$ cat config.mk
export PLATFORM = sky130hd
export DESIGN_NAME = bcm_top
export DESIGN_NICKNAME = d
export VERILOG_FILES = /design/src/rtl/bcm_pkg.sv /design/src/rtl/bcm_regs.sv /design/src/rtl/bcm_clk_src.sv /design/src/rtl/bcm_clk_div.sv /design/src/rtl/bcm_top.sv
export SDC_FILE = /design/constraint.sdc
export NUM_CORES = 1
export LEC_CHECK = 0
export BUFFER_PORTS_ARGS = -buffer_cell sky130_fd_sc_hd__buf_2
export CORE_MARGIN = 4
export CORE_UTILIZATION = 39
export CTS_CLUSTER_SIZE = 24
export DETAILED_ROUTE_END_ITERATION = 8
export GPL_TIMING_DRIVEN = 0
export PLACE_DENSITY_LB_ADDON = 0.2
export SLEW_MARGIN = 20
export SYNTH_ARGS = -nofsm -noshare
export SYNTH_HDL_FRONTEND = slang
export SYNTH_HIERARCHICAL = 1
export SYNTH_SLANG_ARGS = --single-unit
$ cat constraint.sdc
create_clock -name mclk -period 2.2 [get_ports mclk]
set_input_delay 0.33 -clock mclk [delete_from_list [all_inputs] [get_ports mclk]]
set_output_delay 0.33 -clock mclk [all_outputs]
set_load 0.005 [all_outputs]
$ cat src/rtl/bcm_pkg.sv
// Shared definitions for the basic clock module
// Address map, register field layout and the types passed between blocks
// Referenced by scoped name from every RTL file

package bcm_pkg;

  // --------------------------------------------------
  // Peripheral bus types
  // --------------------------------------------------

  // Word address as seen on the peripheral bus
  typedef logic [13:0] per_addr_t;

  // One data word
  typedef logic [15:0] per_data_t;

  // Byte write strobes, bit 0 for the low byte
  typedef logic [1:0]  per_we_t;

  // --------------------------------------------------
  // Address map
  // --------------------------------------------------

  // Byte base address, aligned to the decoder width
  localparam logic [14:0] bcm_base_addr  = 15'h0050;

  // Number of byte address bits handled by the local decoder
  localparam int          bcm_dec_wd     = 4;

  // Byte offsets, bit 0 picks the byte lane
  localparam logic [3:0]  bcsctl1_offset = 4'h7;
  localparam logic [3:0]  bcsctl2_offset = 4'h8;

  // --------------------------------------------------
  // Register fields
  // --------------------------------------------------

  // DIVA only in BCSCTL1
  localparam logic [7:0]  bcsctl1_mask   = 8'h30;
  // SELS and DIVS in BCSCTL2, SELM and DIVM read as zero
  localparam logic [7:0]  bcsctl2_mask   = 8'h0E;

  // Field positions
  localparam int          diva_lsb       = 4;
  localparam int          divs_lsb       = 1;
  localparam int          sels_bit       = 3;

  // Divide ratio as coded in DIVA and DIVS
  typedef enum logic [1:0] {
    div_1 = 2'd0,
    div_2 = 2'd1,
    div_4 = 2'd2,
    div_8 = 2'd3
  } div_sel_t;

  // Decoded configuration for the clock logic
  typedef struct packed {
    div_sel_t diva;
    div_sel_t divs;
    logic     sels;
  } bcm_cfg_t;

endpackage

$ cat src/rtl/bcm_regs.sv
// BCSCTL1 and BCSCTL2 peripheral registers
// Decodes the bus, stores the writable fields and returns them on reads

`timescale 1ns/1ns

module bcm_regs (
  input  logic                mclk,
  input  logic                puc_rst,
  // Peripheral bus
  input  logic                per_en,
  input  bcm_pkg::per_addr_t  per_addr,
  input  bcm_pkg::per_we_t    per_we,
  input  bcm_pkg::per_data_t  per_din,
  output bcm_pkg::per_data_t  per_dout,
  // Decoded fields for the clock logic
  output bcm_pkg::bcm_cfg_t   cfg
);

  // --------------------------------------------------
  // Address decoder
  // --------------------------------------------------

  logic                               reg_sel;
  logic [bcm_pkg::bcm_dec_wd-2:0]     reg_addr;
  logic                               reg_lo_write;
  logic                               reg_hi_write;
  logic                               reg_read;
  logic                               bcsctl1_hit;
  logic                               bcsctl2_hit;

  // Block selected when the upper word address bits match the base
  assign reg_sel = per_en &
                   (per_addr[13:bcm_pkg::bcm_dec_wd-1] ==
                    bcm_pkg::bcm_base_addr[14:bcm_pkg::bcm_dec_wd]);

  // Local word index inside the block
  assign reg_addr = per_addr[bcm_pkg::bcm_dec_wd-2:0];

  // Word hits, offsets are byte based
  assign bcsctl1_hit = (reg_addr == bcm_pkg::bcsctl1_offset[bcm_pkg::bcm_dec_wd-1:1]);
  assign bcsctl2_hit = (reg_addr == bcm_pkg::bcsctl2_offset[bcm_pkg::bcm_dec_wd-1:1]);

  // Byte strobes
  assign reg_lo_write = reg_sel & per_we[0];
  assign reg_hi_write = reg_sel & per_we[1];
  // A read is any selected cycle without write strobes
  assign reg_read     = reg_sel & ~|per_we;

  // --------------------------------------------------
  // Register storage
  // --------------------------------------------------

  logic [7:0]          bcsctl1;
  logic [7:0]          bcsctl2;
  logic                bcsctl1_wr;
  logic                bcsctl2_wr;
  logic [7:0]          bcsctl1_nxt;
  logic [7:0]          bcsctl2_nxt;

  // Lane of each register follows bit 0 of its offset
  assign bcsctl1_wr  = bcsctl1_hit &
                       (bcm_pkg::bcsctl1_offset[0] ? reg_hi_write : reg_lo_write);
  assign bcsctl2_wr  = bcsctl2_hit &
                       (bcm_pkg::bcsctl2_offset[0] ? reg_hi_write : reg_lo_write);
  assign bcsctl1_nxt = bcm_pkg::bcsctl1_offset[0] ? per_din[15:8] : per_din[7:0];
  assign bcsctl2_nxt = bcm_pkg::bcsctl2_offset[0] ? per_din[15:8] : per_din[7:0];

  // Unused bits are kept at zero
  always_ff @(posedge mclk or posedge puc_rst) begin
    if (puc_rst) begin
      bcsctl1 <= 8'h00;
    end else if (bcsctl1_wr) begin
      bcsctl1 <= bcsctl1_nxt & bcm_pkg::bcsctl1_mask;
    end
  end

  always_ff @(posedge mclk or posedge puc_rst) begin
    if (puc_rst) begin
      bcsctl2 <= 8'h00;
    end else if (bcsctl2_wr) begin
      bcsctl2 <= bcsctl2_nxt & bcm_pkg::bcsctl2_mask;
    end
  end

  // --------------------------------------------------
  // Read mux and field unpacking
  // --------------------------------------------------

  bcm_pkg::per_data_t  bcsctl1_rd;
  bcm_pkg::per_data_t  bcsctl2_rd;

  // Each register placed in its own lane, zero when not read
  assign bcsctl1_rd = !(reg_read & bcsctl1_hit) ? 16'h0000 :
                      bcm_pkg::bcsctl1_offset[0] ? {bcsctl1, 8'h00} : {8'h00, bcsctl1};
  assign bcsctl2_rd = !(reg_read & bcsctl2_hit) ? 16'h0000 :
                      bcm_pkg::bcsctl2_offset[0] ? {bcsctl2, 8'h00} : {8'h00, bcsctl2};

  assign per_dout = bcsctl1_rd | bcsctl2_rd;

  assign cfg.diva = bcm_pkg::div_sel_t'(bcsctl1[bcm_pkg::diva_lsb +: 2]);
  assign cfg.divs = bcm_pkg::div_sel_t'(bcsctl2[bcm_pkg::divs_lsb +: 2]);
  assign cfg.sels = bcsctl2[bcm_pkg::sels_bit];

  // Idle bus never sees read data
  a_dout_idle: assert property (@(posedge mclk) disable iff (puc_rst)
    !per_en |-> (per_dout == 16'h0000));

endmodule

$ cat src/rtl/bcm_clk_src.sv
// Tick sources for the ACLK and SMCLK dividers
// Synchronises lfxt_clk and cpu_en into mclk and detects LFXT rising edges

`timescale 1ns/1ns

module bcm_clk_src (
  input  logic               mclk,
  input  logic               puc_rst,
  input  logic               lfxt_clk,
  input  logic               cpu_en,
  input  logic               oscoff,
  input  logic               scg1,
  input  bcm_pkg::bcm_cfg_t  cfg,
  output logic               aclk_tick,
  output logic               smclk_tick,
  output logic               cpu_en_s
);

  logic [1:0] lfxt_sync;
  logic [1:0] cpu_en_sync;
  logic       lfxt_dly;
  logic       lfxt_rise;
  logic       lfxt_tick;

  // --------------------------------------------------
  // Synchronisers
  // --------------------------------------------------

  // Two flops each, output on the second stage
  always_ff @(posedge mclk or posedge puc_rst) begin
    if (puc_rst) begin
      lfxt_sync   <= 2'b00;
      cpu_en_sync <= 2'b00;
      lfxt_dly    <= 1'b0;
    end else begin
      lfxt_sync   <= {lfxt_sync[0], lfxt_clk};
      cpu_en_sync <= {cpu_en_sync[0], cpu_en};
      // Previous synchronised level for edge detection
      lfxt_dly    <= lfxt_sync[1];
    end
  end

  assign cpu_en_s = cpu_en_sync[1];

  // --------------------------------------------------
  // Tick generation
  // --------------------------------------------------

  // One mclk cycle per LFXT rising edge
  assign lfxt_rise = lfxt_sync[1] & ~lfxt_dly;

  // OSCOFF stops the crystal unless SMCLK runs from it
  assign lfxt_tick = lfxt_rise & ~(oscoff & ~cfg.sels);

  assign aclk_tick = lfxt_tick;

  // SMCLK source is MCLK (every cycle) or LFXT, SCG1 turns it off
  assign smclk_tick = ~scg1 & (cfg.sels ? lfxt_tick : 1'b1);

  // Edge pulse cannot repeat back to back
  a_aclk_tick_single: assert property (@(posedge mclk) disable iff (puc_rst)
    aclk_tick |=> !aclk_tick);

endmodule

$ cat src/rtl/bcm_clk_div.sv
// Clock enable divider, divide by 1, 2, 4 or 8
// Counts input ticks and emits a registered one-cycle enable per period
// One instance each for ACLK and SMCLK

`timescale 1ns/1ns

module bcm_clk_div (
  input  logic               mclk,
  input  logic               puc_rst,
  // Source tick, one cycle wide
  input  logic               tick,
  // Synchronised CPU enable
  input  logic               run,
  // Divide ratio from the register block
  input  bcm_pkg::div_sel_t  div,
  output logic               en
);

  logic [2:0] cnt;
  logic       period_end;
  logic       en_nxt;

  // --------------------------------------------------
  // Tick counter
  // --------------------------------------------------

  // Frozen for div_1, period end then decided by the tick alone
  always_ff @(posedge mclk or posedge puc_rst) begin
    if (puc_rst) begin
      cnt <= 3'd0;
    end else if (tick && (div != bcm_pkg::div_1)) begin
      cnt <= cnt + 3'd1;
    end
  end

  // --------------------------------------------------
  // Period detection
  // --------------------------------------------------

  // Last tick of a period sees the low counter bits all ones
  always_comb begin
    case (div)
      bcm_pkg::div_1: period_end = 1'b1;
      bcm_pkg::div_2: period_end = cnt[0];
      bcm_pkg::div_4: period_end = &cnt[1:0];
      bcm_pkg::div_8: period_end = &cnt[2:0];
      default:        period_end = 1'b0;
    endcase
  end

  assign en_nxt = tick & period_end & run;

  // Registered enable, high for the cycle after the qualifying tick
  always_ff @(posedge mclk or posedge puc_rst) begin
    if (puc_rst) begin
      en <= 1'b0;
    end else begin
      en <= en_nxt;
    end
  end

  // Counter only moves on ticks
  a_cnt_on_tick: assert property (@(posedge mclk) disable iff (puc_rst)
    !tick |=> $stable(cnt));

endmodule

$ cat src/rtl/bcm_top.sv
// Basic clock module top level
// Register block, clock sources and the ACLK and SMCLK enable dividers

`timescale 1ns/1ns

module bcm_top (
  input  logic                mclk,
  input  logic                puc_rst,
  // Slow crystal clock, asynchronous to mclk
  input  logic                lfxt_clk,
  // CPU enable pin, asynchronous
  input  logic                cpu_en,
  // Status register low power bits
  input  logic                oscoff,
  input  logic                scg1,
  // Peripheral bus
  input  logic                per_en,
  input  bcm_pkg::per_addr_t  per_addr,
  input  bcm_pkg::per_we_t    per_we,
  input  bcm_pkg::per_data_t  per_din,
  output bcm_pkg::per_data_t  per_dout,
  // Clock enables
  output logic                aclk_en,
  output logic                smclk_en,
  output logic                cpu_en_s
);

  bcm_pkg::bcm_cfg_t cfg;
  logic              aclk_tick;
  logic              smclk_tick;

  // --------------------------------------------------
  // Control registers
  // --------------------------------------------------

  bcm_regs regs_inst (
    .mclk     (mclk),
    .puc_rst  (puc_rst),
    .per_en   (per_en),
    .per_addr (per_addr),
    .per_we   (per_we),
    .per_din  (per_din),
    .per_dout (per_dout),
    .cfg      (cfg)
  );

  // --------------------------------------------------
  // Clock sources
  // --------------------------------------------------

  bcm_clk_src clk_src_inst (
    .mclk       (mclk),
    .puc_rst    (puc_rst),
    .lfxt_clk   (lfxt_clk),
    .cpu_en     (cpu_en),
    .oscoff     (oscoff),
    .scg1       (scg1),
    .cfg        (cfg),
    .aclk_tick  (aclk_tick),
    .smclk_tick (smclk_tick),
    .cpu_en_s   (cpu_en_s)
  );

  // --------------------------------------------------
  // Dividers
  // --------------------------------------------------

  // ACLK divided by DIVA
  bcm_clk_div aclk_div_inst (
    .mclk    (mclk),
    .puc_rst (puc_rst),
    .tick    (aclk_tick),
    .run     (cpu_en_s),
    .div     (cfg.diva),
    .en      (aclk_en)
  );

  // SMCLK divided by DIVS
  bcm_clk_div smclk_div_inst (
    .mclk    (mclk),
    .puc_rst (puc_rst),
    .tick    (smclk_tick),
    .run     (cpu_en_s),
    .div     (cfg.divs),
    .en      (smclk_en)
  );

endmodule

## Word level (Yosys, flattened, before mapping)

Cells that the tools add are included.

| cells by class | value |
|---|---|
| eq/ne operators | 9 |
| divide/modulo/power cells | 0 |
| reductions and logical operators | 12 |
| multiplexer cells | 5 |
| magnitude comparators | 0 |
| shift operators | 0 |
| bitwise operators | 21 |
| multiply operators | 0 |
| add/sub/neg operators | 2 |

Operators with widths:

| cell | number |
|---|---|
| $and A1 B1 Y1 | 16 |
| $or A16 B16 Y16 | 1 |
| $mux W14 | 1 |
| $eq A11 B3 Y1 const B | 1 |
| $eq A2 B2 Y1 const B | 4 |
| $pmux W1 S4 | 2 |
| $add A3 B1 Y3 const B | 2 |
| $reduce_and A3 Y1 | 2 |
| $eq A2 B1 Y1 const B | 2 |
| $logic_not A2 Y1 | 2 |
| $mux W4 | 1 |
| $not A1 Y1 | 4 |
| $reduce_and A2 Y1 | 2 |
| $reduce_bool A2 Y1 | 2 |
| $eq A3 B2 Y1 const B | 1 |
| $eq A3 B3 Y1 const B | 1 |
| $logic_and A1 B1 Y1 | 2 |
| $reduce_or A2 Y1 | 1 |
| $logic_not A1 Y1 | 1 |
| $mux W1 | 1 |

| word-level totals | value |
|---|---|
| register bits after elaboration | 18 |
| output and inout port bits | 19 |
| memories kept | 0 |
| bits in latches | 0 |
| ROM bits | 0 |
| word-level logic and storage cells | 58 |
| RAM bits | 0 |

## Depth between registers and ports, before layout

Gate-level depths: netlist of run 1.

| depth | value |
|---|---|
| word-level depth | 8 |
| depth in mapped cells | 4 |
| gate-level depth less buffers | 4 |

## Modules after synthesis

Netlist of run 1, hierarchy kept.

Modules (own cells, without submodules):

| module | sequential area each (µm²) | instances | cells each | area an instance (µm²) |
|---|---|---|---|---|
| bcm_regs | 125.1 | 1 | 45 | 431.7 |
| bcm_clk_div | 100.1 | 2 | 15 | 197.7 |
| bcm_clk_src | 125.1 | 1 | 10 | 163.9 |

## Least setup slack after synthesis of run 1

Ideal clock, no wire load.

| timing | value |
|---|---|
| kind | input to output |
| start | input port per_addr[4] |
| end | output port per_dout[12] |
| arrival | 1.611 ns |
| path slack | 0.259 ns |
| cell stages on the path | 3 |
| required time | 1.870 ns |
| path buffers | 0 |
| cells stage by stage | or4b_4 -> or4b_4 -> nor3_1 |

| on the way | value |
|---|---|
| longest elaborated chain between the ends | 6 |

RTL lines:

| what | RTL line | source |
|---|---|---|
| start, declared | bcm_top.sv:18 | `input bcm_pkg::per_addr_t per_addr,` |
| $eq A11 B3 Y1 | bcm_regs.sv:33 | `(per_addr[13:bcm_pkg::bcm_dec_wd-1] ==` |
| $and A1 B1 Y1 | bcm_regs.sv:32 | `assign reg_sel = per_en &` |
| $and A1 B1 Y1 | bcm_regs.sv:47 | `assign reg_read = reg_sel & ~\|per_we;` |
| $and A1 B1 Y1 | bcm_regs.sv:93 | `assign bcsctl1_rd = !(reg_read & bcsctl1_hit) ? 16'h0000 :` |
| $mux W14 | bcm_regs.sv:93 |  |
| $or A16 B16 Y16 | bcm_regs.sv:98 | `assign per_dout = bcsctl1_rd \| bcsctl2_rd;` |
| end, declared | bcm_top.sv:21 | `output bcm_pkg::per_data_t per_dout,` |

Every way passes these cells.

## Worst setup path in the final report of run 1

| timing | value |
|---|---|
| start | input port per_addr[10] |
| end | output port per_dout[2] |

| on the way | value |
|---|---|
| longest elaborated chain between the ends | 6 |

RTL lines:

| what | RTL line | source |
|---|---|---|
| $eq A11 B3 Y1 | bcm_regs.sv:33 |  |
| $and A1 B1 Y1 | bcm_regs.sv:32 |  |
| $and A1 B1 Y1 | bcm_regs.sv:47 |  |
| $and A1 B1 Y1 | bcm_regs.sv:95 | `assign bcsctl2_rd = !(reg_read & bcsctl2_hit) ? 16'h0000 :` |
| $mux W4 | bcm_regs.sv:95 |  |
| $or A16 B16 Y16 | bcm_regs.sv:98 |  |

Every way passes these cells.

==> flow_summary_export.csv, run 1 <==
group,metric,value,unit
worst_setup_path,cp_top_family,"simple AND/OR/NAND/NOR gates",
cells_and_area,layout-drive-gt1-share,52.2,%
global_route,grt_pass1_vias,660,
sta,finalSetupTns,0,ps
detailed_routing,drt_iter0_drc,25,
cells_and_area,fin_area,1290,µm²
die,die_w,58.4,µm
clocking,cts_sinks,18,
worst_setup_path,slowest_stage,"or4b_4",
clocking,cts-root-buf,"clkbuf_4",
power,vdd_ir_drop_max,0.295,mV
worst_setup_path,cpMostUsedCell,"buf_2",
detailed_routing,via_per_inst,4.36,
cells_and_area,layout.nets,179,
power,powerDensity,440,nW/µm²
worst_setup_path,cp_cell_sequence,"buf_2 > or4_4 > or4b_4 > nor3_1 > buf_2",
sta,holdWs,145,ps
worst_setup_path,required,1870,ps
worst_setup_path,worstRegToRegCells,3,
synth,syn_area,991,µm²
clocking,clockBufferDepth,2,
job,drv_cap,0,
power,total_power,568,µW
place,dp_slack,24.9,ps
detailed_routing,drc,0,
worst_hold_path,whs_path_depth,1,
sta,setup_viol,0,
worst_setup_path,startpoint,"per_addr[10]",
die,pin_count,58,
status,status,"finished, final reports clean",
clocking,cts_buffers,3,
worst_hold_path,timing.hold.worst.class,"in2reg",
synth,ys_seq_elements,18,
cells_and_area,utilization,52.5,%
die,start_util,40.4,%
sta,finalCriticalPeriod,2190,ps
worst_setup_path,rr_endpoint,"aclk_div_inst/cnt[2]$_DFFE_PP0P_",
detailed_routing,wl,1.77,mm
sta,fin_ws,8.53,ps
cells_and_area,multi_input_area,473,µm²
synth,ys.flop_type,"dfrtp_1",
sta,period_share,99.6,%
cells_and_area,nFillCells,225,
detailed_routing,wl_per_cell,10.8,µm
synth,synth.distinct_cells,24,
global_route,antenna_found_initial,0,
cells_and_area,syn_to_final_growth,30.1,%
cells_and_area,stdcell_count,164,
sta,drv_slew,0,
worst_setup_path,path_buf_inv,2,
detailed_routing,first_pass_iters,3,
worst_setup_path,worstPathMaxFanout,5,
sta,skew,0.919,ps
synth,synth_cells,85,
global_route,grt_max_degree,10,
worst_setup_path,crit_path_end,"per_dout[2]",
synth,async_flop_share,100,%
detailed_routing,vias,715,
die,die-area,3410,µm²
cells_and_area,ff_latch_area,450,µm²
clocking,path_clk_slew,90,ps
clocking,htreeDepth,1,
die,coreArea,2450,µm²
worst_setup_path,rrSetupSlack,910,ps
power,leakagePower,0.684,nW
worst_setup_path,end_kind,"output pin",
synth,synth_seq_area_share,45.5,%
place,place_congestion,0.759,
clocking,postCtsSetupBuffers,0,
sta,hold_viol,0,
worst_setup_path,slowest_delay,580,ps
place,io_buffers,35,
worst_setup_path,r2r_start,"aclk_div_inst/cnt[0]$_DFFE_PP0P_",
worst_setup_path,crit_cells,5,
global_route,grt-ovfl-total,0,
worst_setup_path,critPathKind,"in2out",
place,dpl.cell_count,160,
global_route,grt_use_total,10.2,%
synth,synth_edf_count,0,
clocking,cts_tree,"done",
sta,fmax,456,MHz
place,dpl.hpwl,1.48,mm
sta,rsz0062_at_grt,"yes",
die,die_h,58.4,µm
synth,yosysWarnings,6,
place,dpl_cell_area,1240,µm²
clocking,insertion_delay,280,ps
global_route,grt_pass1_wl,2.70,mm
cells_and_area,antenna_cells,0,
worst_setup_path,start_kind,"input pin",
detailed_routing,drtAntennaViolNets,0,
synth,synth.avg_cell_area,11.7,µm²
die,rows,18,
worst_setup_path,worst_ep_arrival_time,1860,ps
synthesized netlist by cell type (2+ instances only):
cell,number,share of area [%]
dfrtp_1,18,45
buf_4,11,8.3
inv_1,10,3.8
mux2_2,9,10
nor3_1,5,2.5
ha_1,4,5.1
nand2_1,3,1.1
a211oi_1,2,1.5
a21oi_2,2,1.8
mux2i_1,2,2.0
nor2_1,2,0.76
nor3b_1,2,1.5
o21ai_2,2,1.8
or4b_4,2,2.8
xnor2_1,2,1.8
worst min-delay path by stage:
stage              from                                    end  slack [ps]
6_report         cpu_en  clk_src_inst/cpu_en_sync[0]$_DFF_PP0_         140
3_3_place_gp    puc_rst      smclk_div_inst/cnt[2]$_DFFE_PP0P_         250
2_1_floorplan   puc_rst       aclk_div_inst/cnt[0]$_DFFE_PP0P_         100
5_1_grt        lfxt_clk    clk_src_inst/lfxt_sync[0]$_DFF_PP0_         130
3_5_place_dp    puc_rst      smclk_div_inst/cnt[1]$_DFFE_PP0P_         260
4_1_cts        lfxt_clk    clk_src_inst/lfxt_sync[0]$_DFF_PP0_         130
registers in the layout, summed over array words and instances, names as in the netlist:
signal,cells
aclk_div_inst/cnt,3
aclk_div_inst/en,1
clk_src_inst/cpu_en_sync,2
clk_src_inst/lfxt_dly,1
clk_src_inst/lfxt_sync,2
regs_inst/bcsctl1,2
regs_inst/bcsctl2,3
smclk_div_inst/cnt,3
smclk_div_inst/en,1
cell type report:
cell class                 count  share of cell area, %
timing repair buffer          36                   14.4
tap                           30                   2.91
inverter                      10                   2.91
clock buffer                   3                   1.75
sequential                    18                   35.0
buffer                        11                   6.41
multi-input combinational     56                   36.7
cells by family (layout without fill, tap and decap cells):
kind of cell | Yosys count | after routing | share of synthesized area [%]
other cells | 1 | 11 | 0.378
flops | 18 | 18 | 45.5
xor+xnor | 2 | 2 | 1.77
simple gates | 22 | 22 | 17.9
compound gates | 6 | 6 | 5.05
fa+ha+maj | 4 | 4 | 5.05
buf+inv | 21 | 60 | 12.1
mux | 11 | 11 | 12.2
per-layer routing:
metal  track usage, %  routed length, µm
met1             12.7                760
met2             15.8                814
met3             3.95                186
met5                0                  0
met4             3.97                  9
worst register-to-register path, stage by stage, from the launching register on:
cell,delay [ps]
dfrtp_1,420
ha_1,240
ha_1,270
mux2_2,250
placed cells by master (no fill, tap or decap), types with 3 or more instances in the layout:
| master | count |
|---|---|
| buf_2 | 35 |
| dfrtp_1 | 18 |
| buf_4 | 11 |
| conb_1 | 11 |
| inv_1 | 10 |
| mux2_2 | 9 |
| ha_1 | 4 |
| nand2_1 | 3 |
| clkbuf_4 | 3 |
| nor3_2 | 3 |
what timing repair did:
action,CTS,global route
hold buffers,1,0
setup endpoints to repair,0,3
hold endpoints to repair,18,0
gates resized for setup,0,3
power by group:
part | switching [mW] | internal (mW) | total, mW
registers | 0.00333 | 0.337 | 0.340
clock network | 0.0924 | 0.0635 | 0.156
logic | 0.0306 | 0.0408 | 0.0713
total | 0.126 | 0.441 | 0.568
(Power assumes the default switching activity.)
==> inputs of run 2 (changes only) <==
--- a/config.mk
+++ b/config.mk
@@ -11,7 +11,7 @@
 export CTS_CLUSTER_SIZE = 24
 export DETAILED_ROUTE_END_ITERATION = 8
 export GPL_TIMING_DRIVEN = 0
-export PLACE_DENSITY_LB_ADDON = 0.2
+export PLACE_DENSITY = 0.78
 export SLEW_MARGIN = 20
 export SYNTH_ARGS = -nofsm -noshare
 export SYNTH_HDL_FRONTEND = slang
==> flow_summary_export.csv, run 2 (synthesized netlist as in run 1, its figures left out) <==
group,metric,value,unit
cells_and_area,ff_latch_area,450,µm²
worst_hold_path,worstHoldEndpoint,"clk_src_inst/lfxt_sync[0]$_DFF_PP0_",
clocking,htreeDepth,1,
place,dpl.hpwl,1.62,mm
global_route,grt_pass1_vias,747,
worst_setup_path,cp_cell_sequence,"buf_6 > or4b_4 > or4b_4 > nor3_2 > buf_2",
global_route,grt_pass1_wl,2.94,mm
worst_setup_path,worst_ep_arrival_time,1840,ps
cells_and_area,final_cell_mix,"34 x buf_2, 18 x dfrtp_1, 11 x buf_4, 11 x conb_1, 10 x inv_1",
job,drv_cap,0,
detailed_routing,vias,745,
clocking,cts_buffers,3,
worst_setup_path,start_kind,"input pin",
clocking,clockBufferDepth,2,
worst_setup_path,required,1870,ps
sta,finalSetupTns,0,ps
die,coreArea,2450,µm²
clocking,cts_sinks,18,
place,place_congestion,0.698,
detailed_routing,drtAntennaViolNets,0,
sta,setup_viol,0,
worst_hold_path,timing.hold.worst.class,"in2reg",
cells_and_area,layout.nets,179,
worst_hold_path,whs_path_depth,1,
sta,rsz0062_at_grt,"yes",
detailed_routing,first_pass_iters,4,
worst_setup_path,slowest_stage,"or4b_4",
global_route,grt_use_total,11.1,%
detailed_routing,drt_iter0_drc,5,
status,status,"finished, final reports clean",
detailed_routing,wl,1.85,mm
worst_setup_path,rrSetupSlack,920,ps
worst_hold_path,hold_start,"lfxt_clk",
global_route,antenna_found_initial,0,
sta,skew,5.49,ps
die,die-area,3410,µm²
die,pin_count,58,
sta,period_share,98.8,%
cells_and_area,antenna_cells,0,
cells_and_area,multi_input_area,483,µm²
global_route,grt_max_degree,11,
power,powerDensity,464,nW/µm²
worst_setup_path,worstRegToRegCells,3,
worst_setup_path,r2r_start,"smclk_div_inst/cnt[0]$_DFFE_PP0P_",
cells_and_area,utilization,53.7,%
worst_setup_path,critPathKind,"in2out",
detailed_routing,via_per_inst,4.52,
worst_setup_path,rr_endpoint,"smclk_div_inst/cnt[2]$_DFFE_PP0P_",
sta,fmax,460,MHz
worst_setup_path,worstPathMaxFanout,5,
die,die_h,58.4,µm
cells_and_area,nFillCells,240,
cells_and_area,reg_top3,"aclk_div_inst/cnt x3, regs_inst/bcsctl2 x3, smclk_div_inst/cnt x3",
clocking,insertion_delay,290,ps
cells_and_area,layout-drive-gt1-share,54.1,%
power,vdd_ir_drop_max,0.400,mV
die,start_util,40.4,%
clocking,postCtsSetupBuffers,0,
clocking,path_clk_slew,100,ps
power,total_power,612,µW
global_route,grt-ovfl-total,0,
cells_and_area,syn_to_final_growth,33.1,%
worst_setup_path,slowest_delay,600,ps
clocking,cts-root-buf,"clkbuf_4",
worst_setup_path,end_kind,"output pin",
sta,drv_slew,0,
die,rows,18,
place,io_buffers,35,
detailed_routing,drc,0,
power,leakagePower,0.693,nW
sta,finalCriticalPeriod,2170,ps
die,die_w,58.4,µm
clocking,cts_tree,"done",
cells_and_area,layout_commonest_cell,"buf_2",
worst_setup_path,cpMostUsedCell,"or4b_4",
detailed_routing,wl_per_cell,11.2,µm
sta,hold_viol,0,
## run 2: worst max-delay path: cells and delay by family
kind	cells	cell delay, ps
AND/OR/NAND/NOR	3	1300
buffers and inverters	2	230
## run 2: final cells by class
| type | count | share of cell area, % |
|---|---|---|
| inverter | 10 | 2.85 |
| clock buffer | 4 | 2.75 |
| sequential | 18 | 34.2 |
| buffer | 11 | 6.26 |
| multi-input combinational | 56 | 36.6 |
| timing repair buffer | 36 | 14.5 |
| tap | 30 | 2.85 |
## run 2: worst max-delay path by stage
stage	from	end	slack, ps	cells past startpoint
6_report	per_addr[4]	per_dout[12]	30	5
4_1_cts	per_addr[10]	per_dout[2]	20	5
3_3_place_gp	per_addr[4]	per_dout[12]	10	5
5_1_grt	per_addr[4]	per_dout[12]	-8	5
2_1_floorplan	per_addr[4]	per_dout[12]	260	3
3_5_place_dp	per_addr[4]	per_dout[12]	-30	5
## run 2: what timing repair did
action | CTS | global route
endpoints found under the hold margin | 18 | 0
hold buffers | 1 | 0
endpoints found under the setup margin | 3 | 4
resized for setup | 3 | 3
pin swaps | 1 | 1
## run 2: per-layer routing
layer / up-vias / part of all wire (%) / GRT usage, %
met5: - / 0 / 0
met4: 0 / 0 / 5.63
met3: 0 / 9.0 / 2.41
met2: 25 / 54 / 20.1
met1: 349 / 37 / 11.9
li1: 371 / - / -
## run 2: power by group
group	switching (mW)	leakage, nW	internal, mW
Clock	0.0980	0.0210	0.101
Sequential	0.00329	0.239	0.337
Combinational	0.0313	0.434	0.0419
## run 2: per-stage QoR
| stage | area, µm² | std cells | worst slack (ps) | hold slack (ps) |
|---|---|---|---|---|
| after floorplan | 1030 | 95 | 259 | 96.1 |
| after global routing | 1320 | 165 | -7.92 | 121 |
| final | 1320 | 165 | 26.9 | 140 |
| after global placement | 1240 | 160 | 12.5 | 256 |
| after detailed placement | 1240 | 160 | -29.6 | 255 |
| after CTS | 1300 | 165 | 16.0 | 128 |
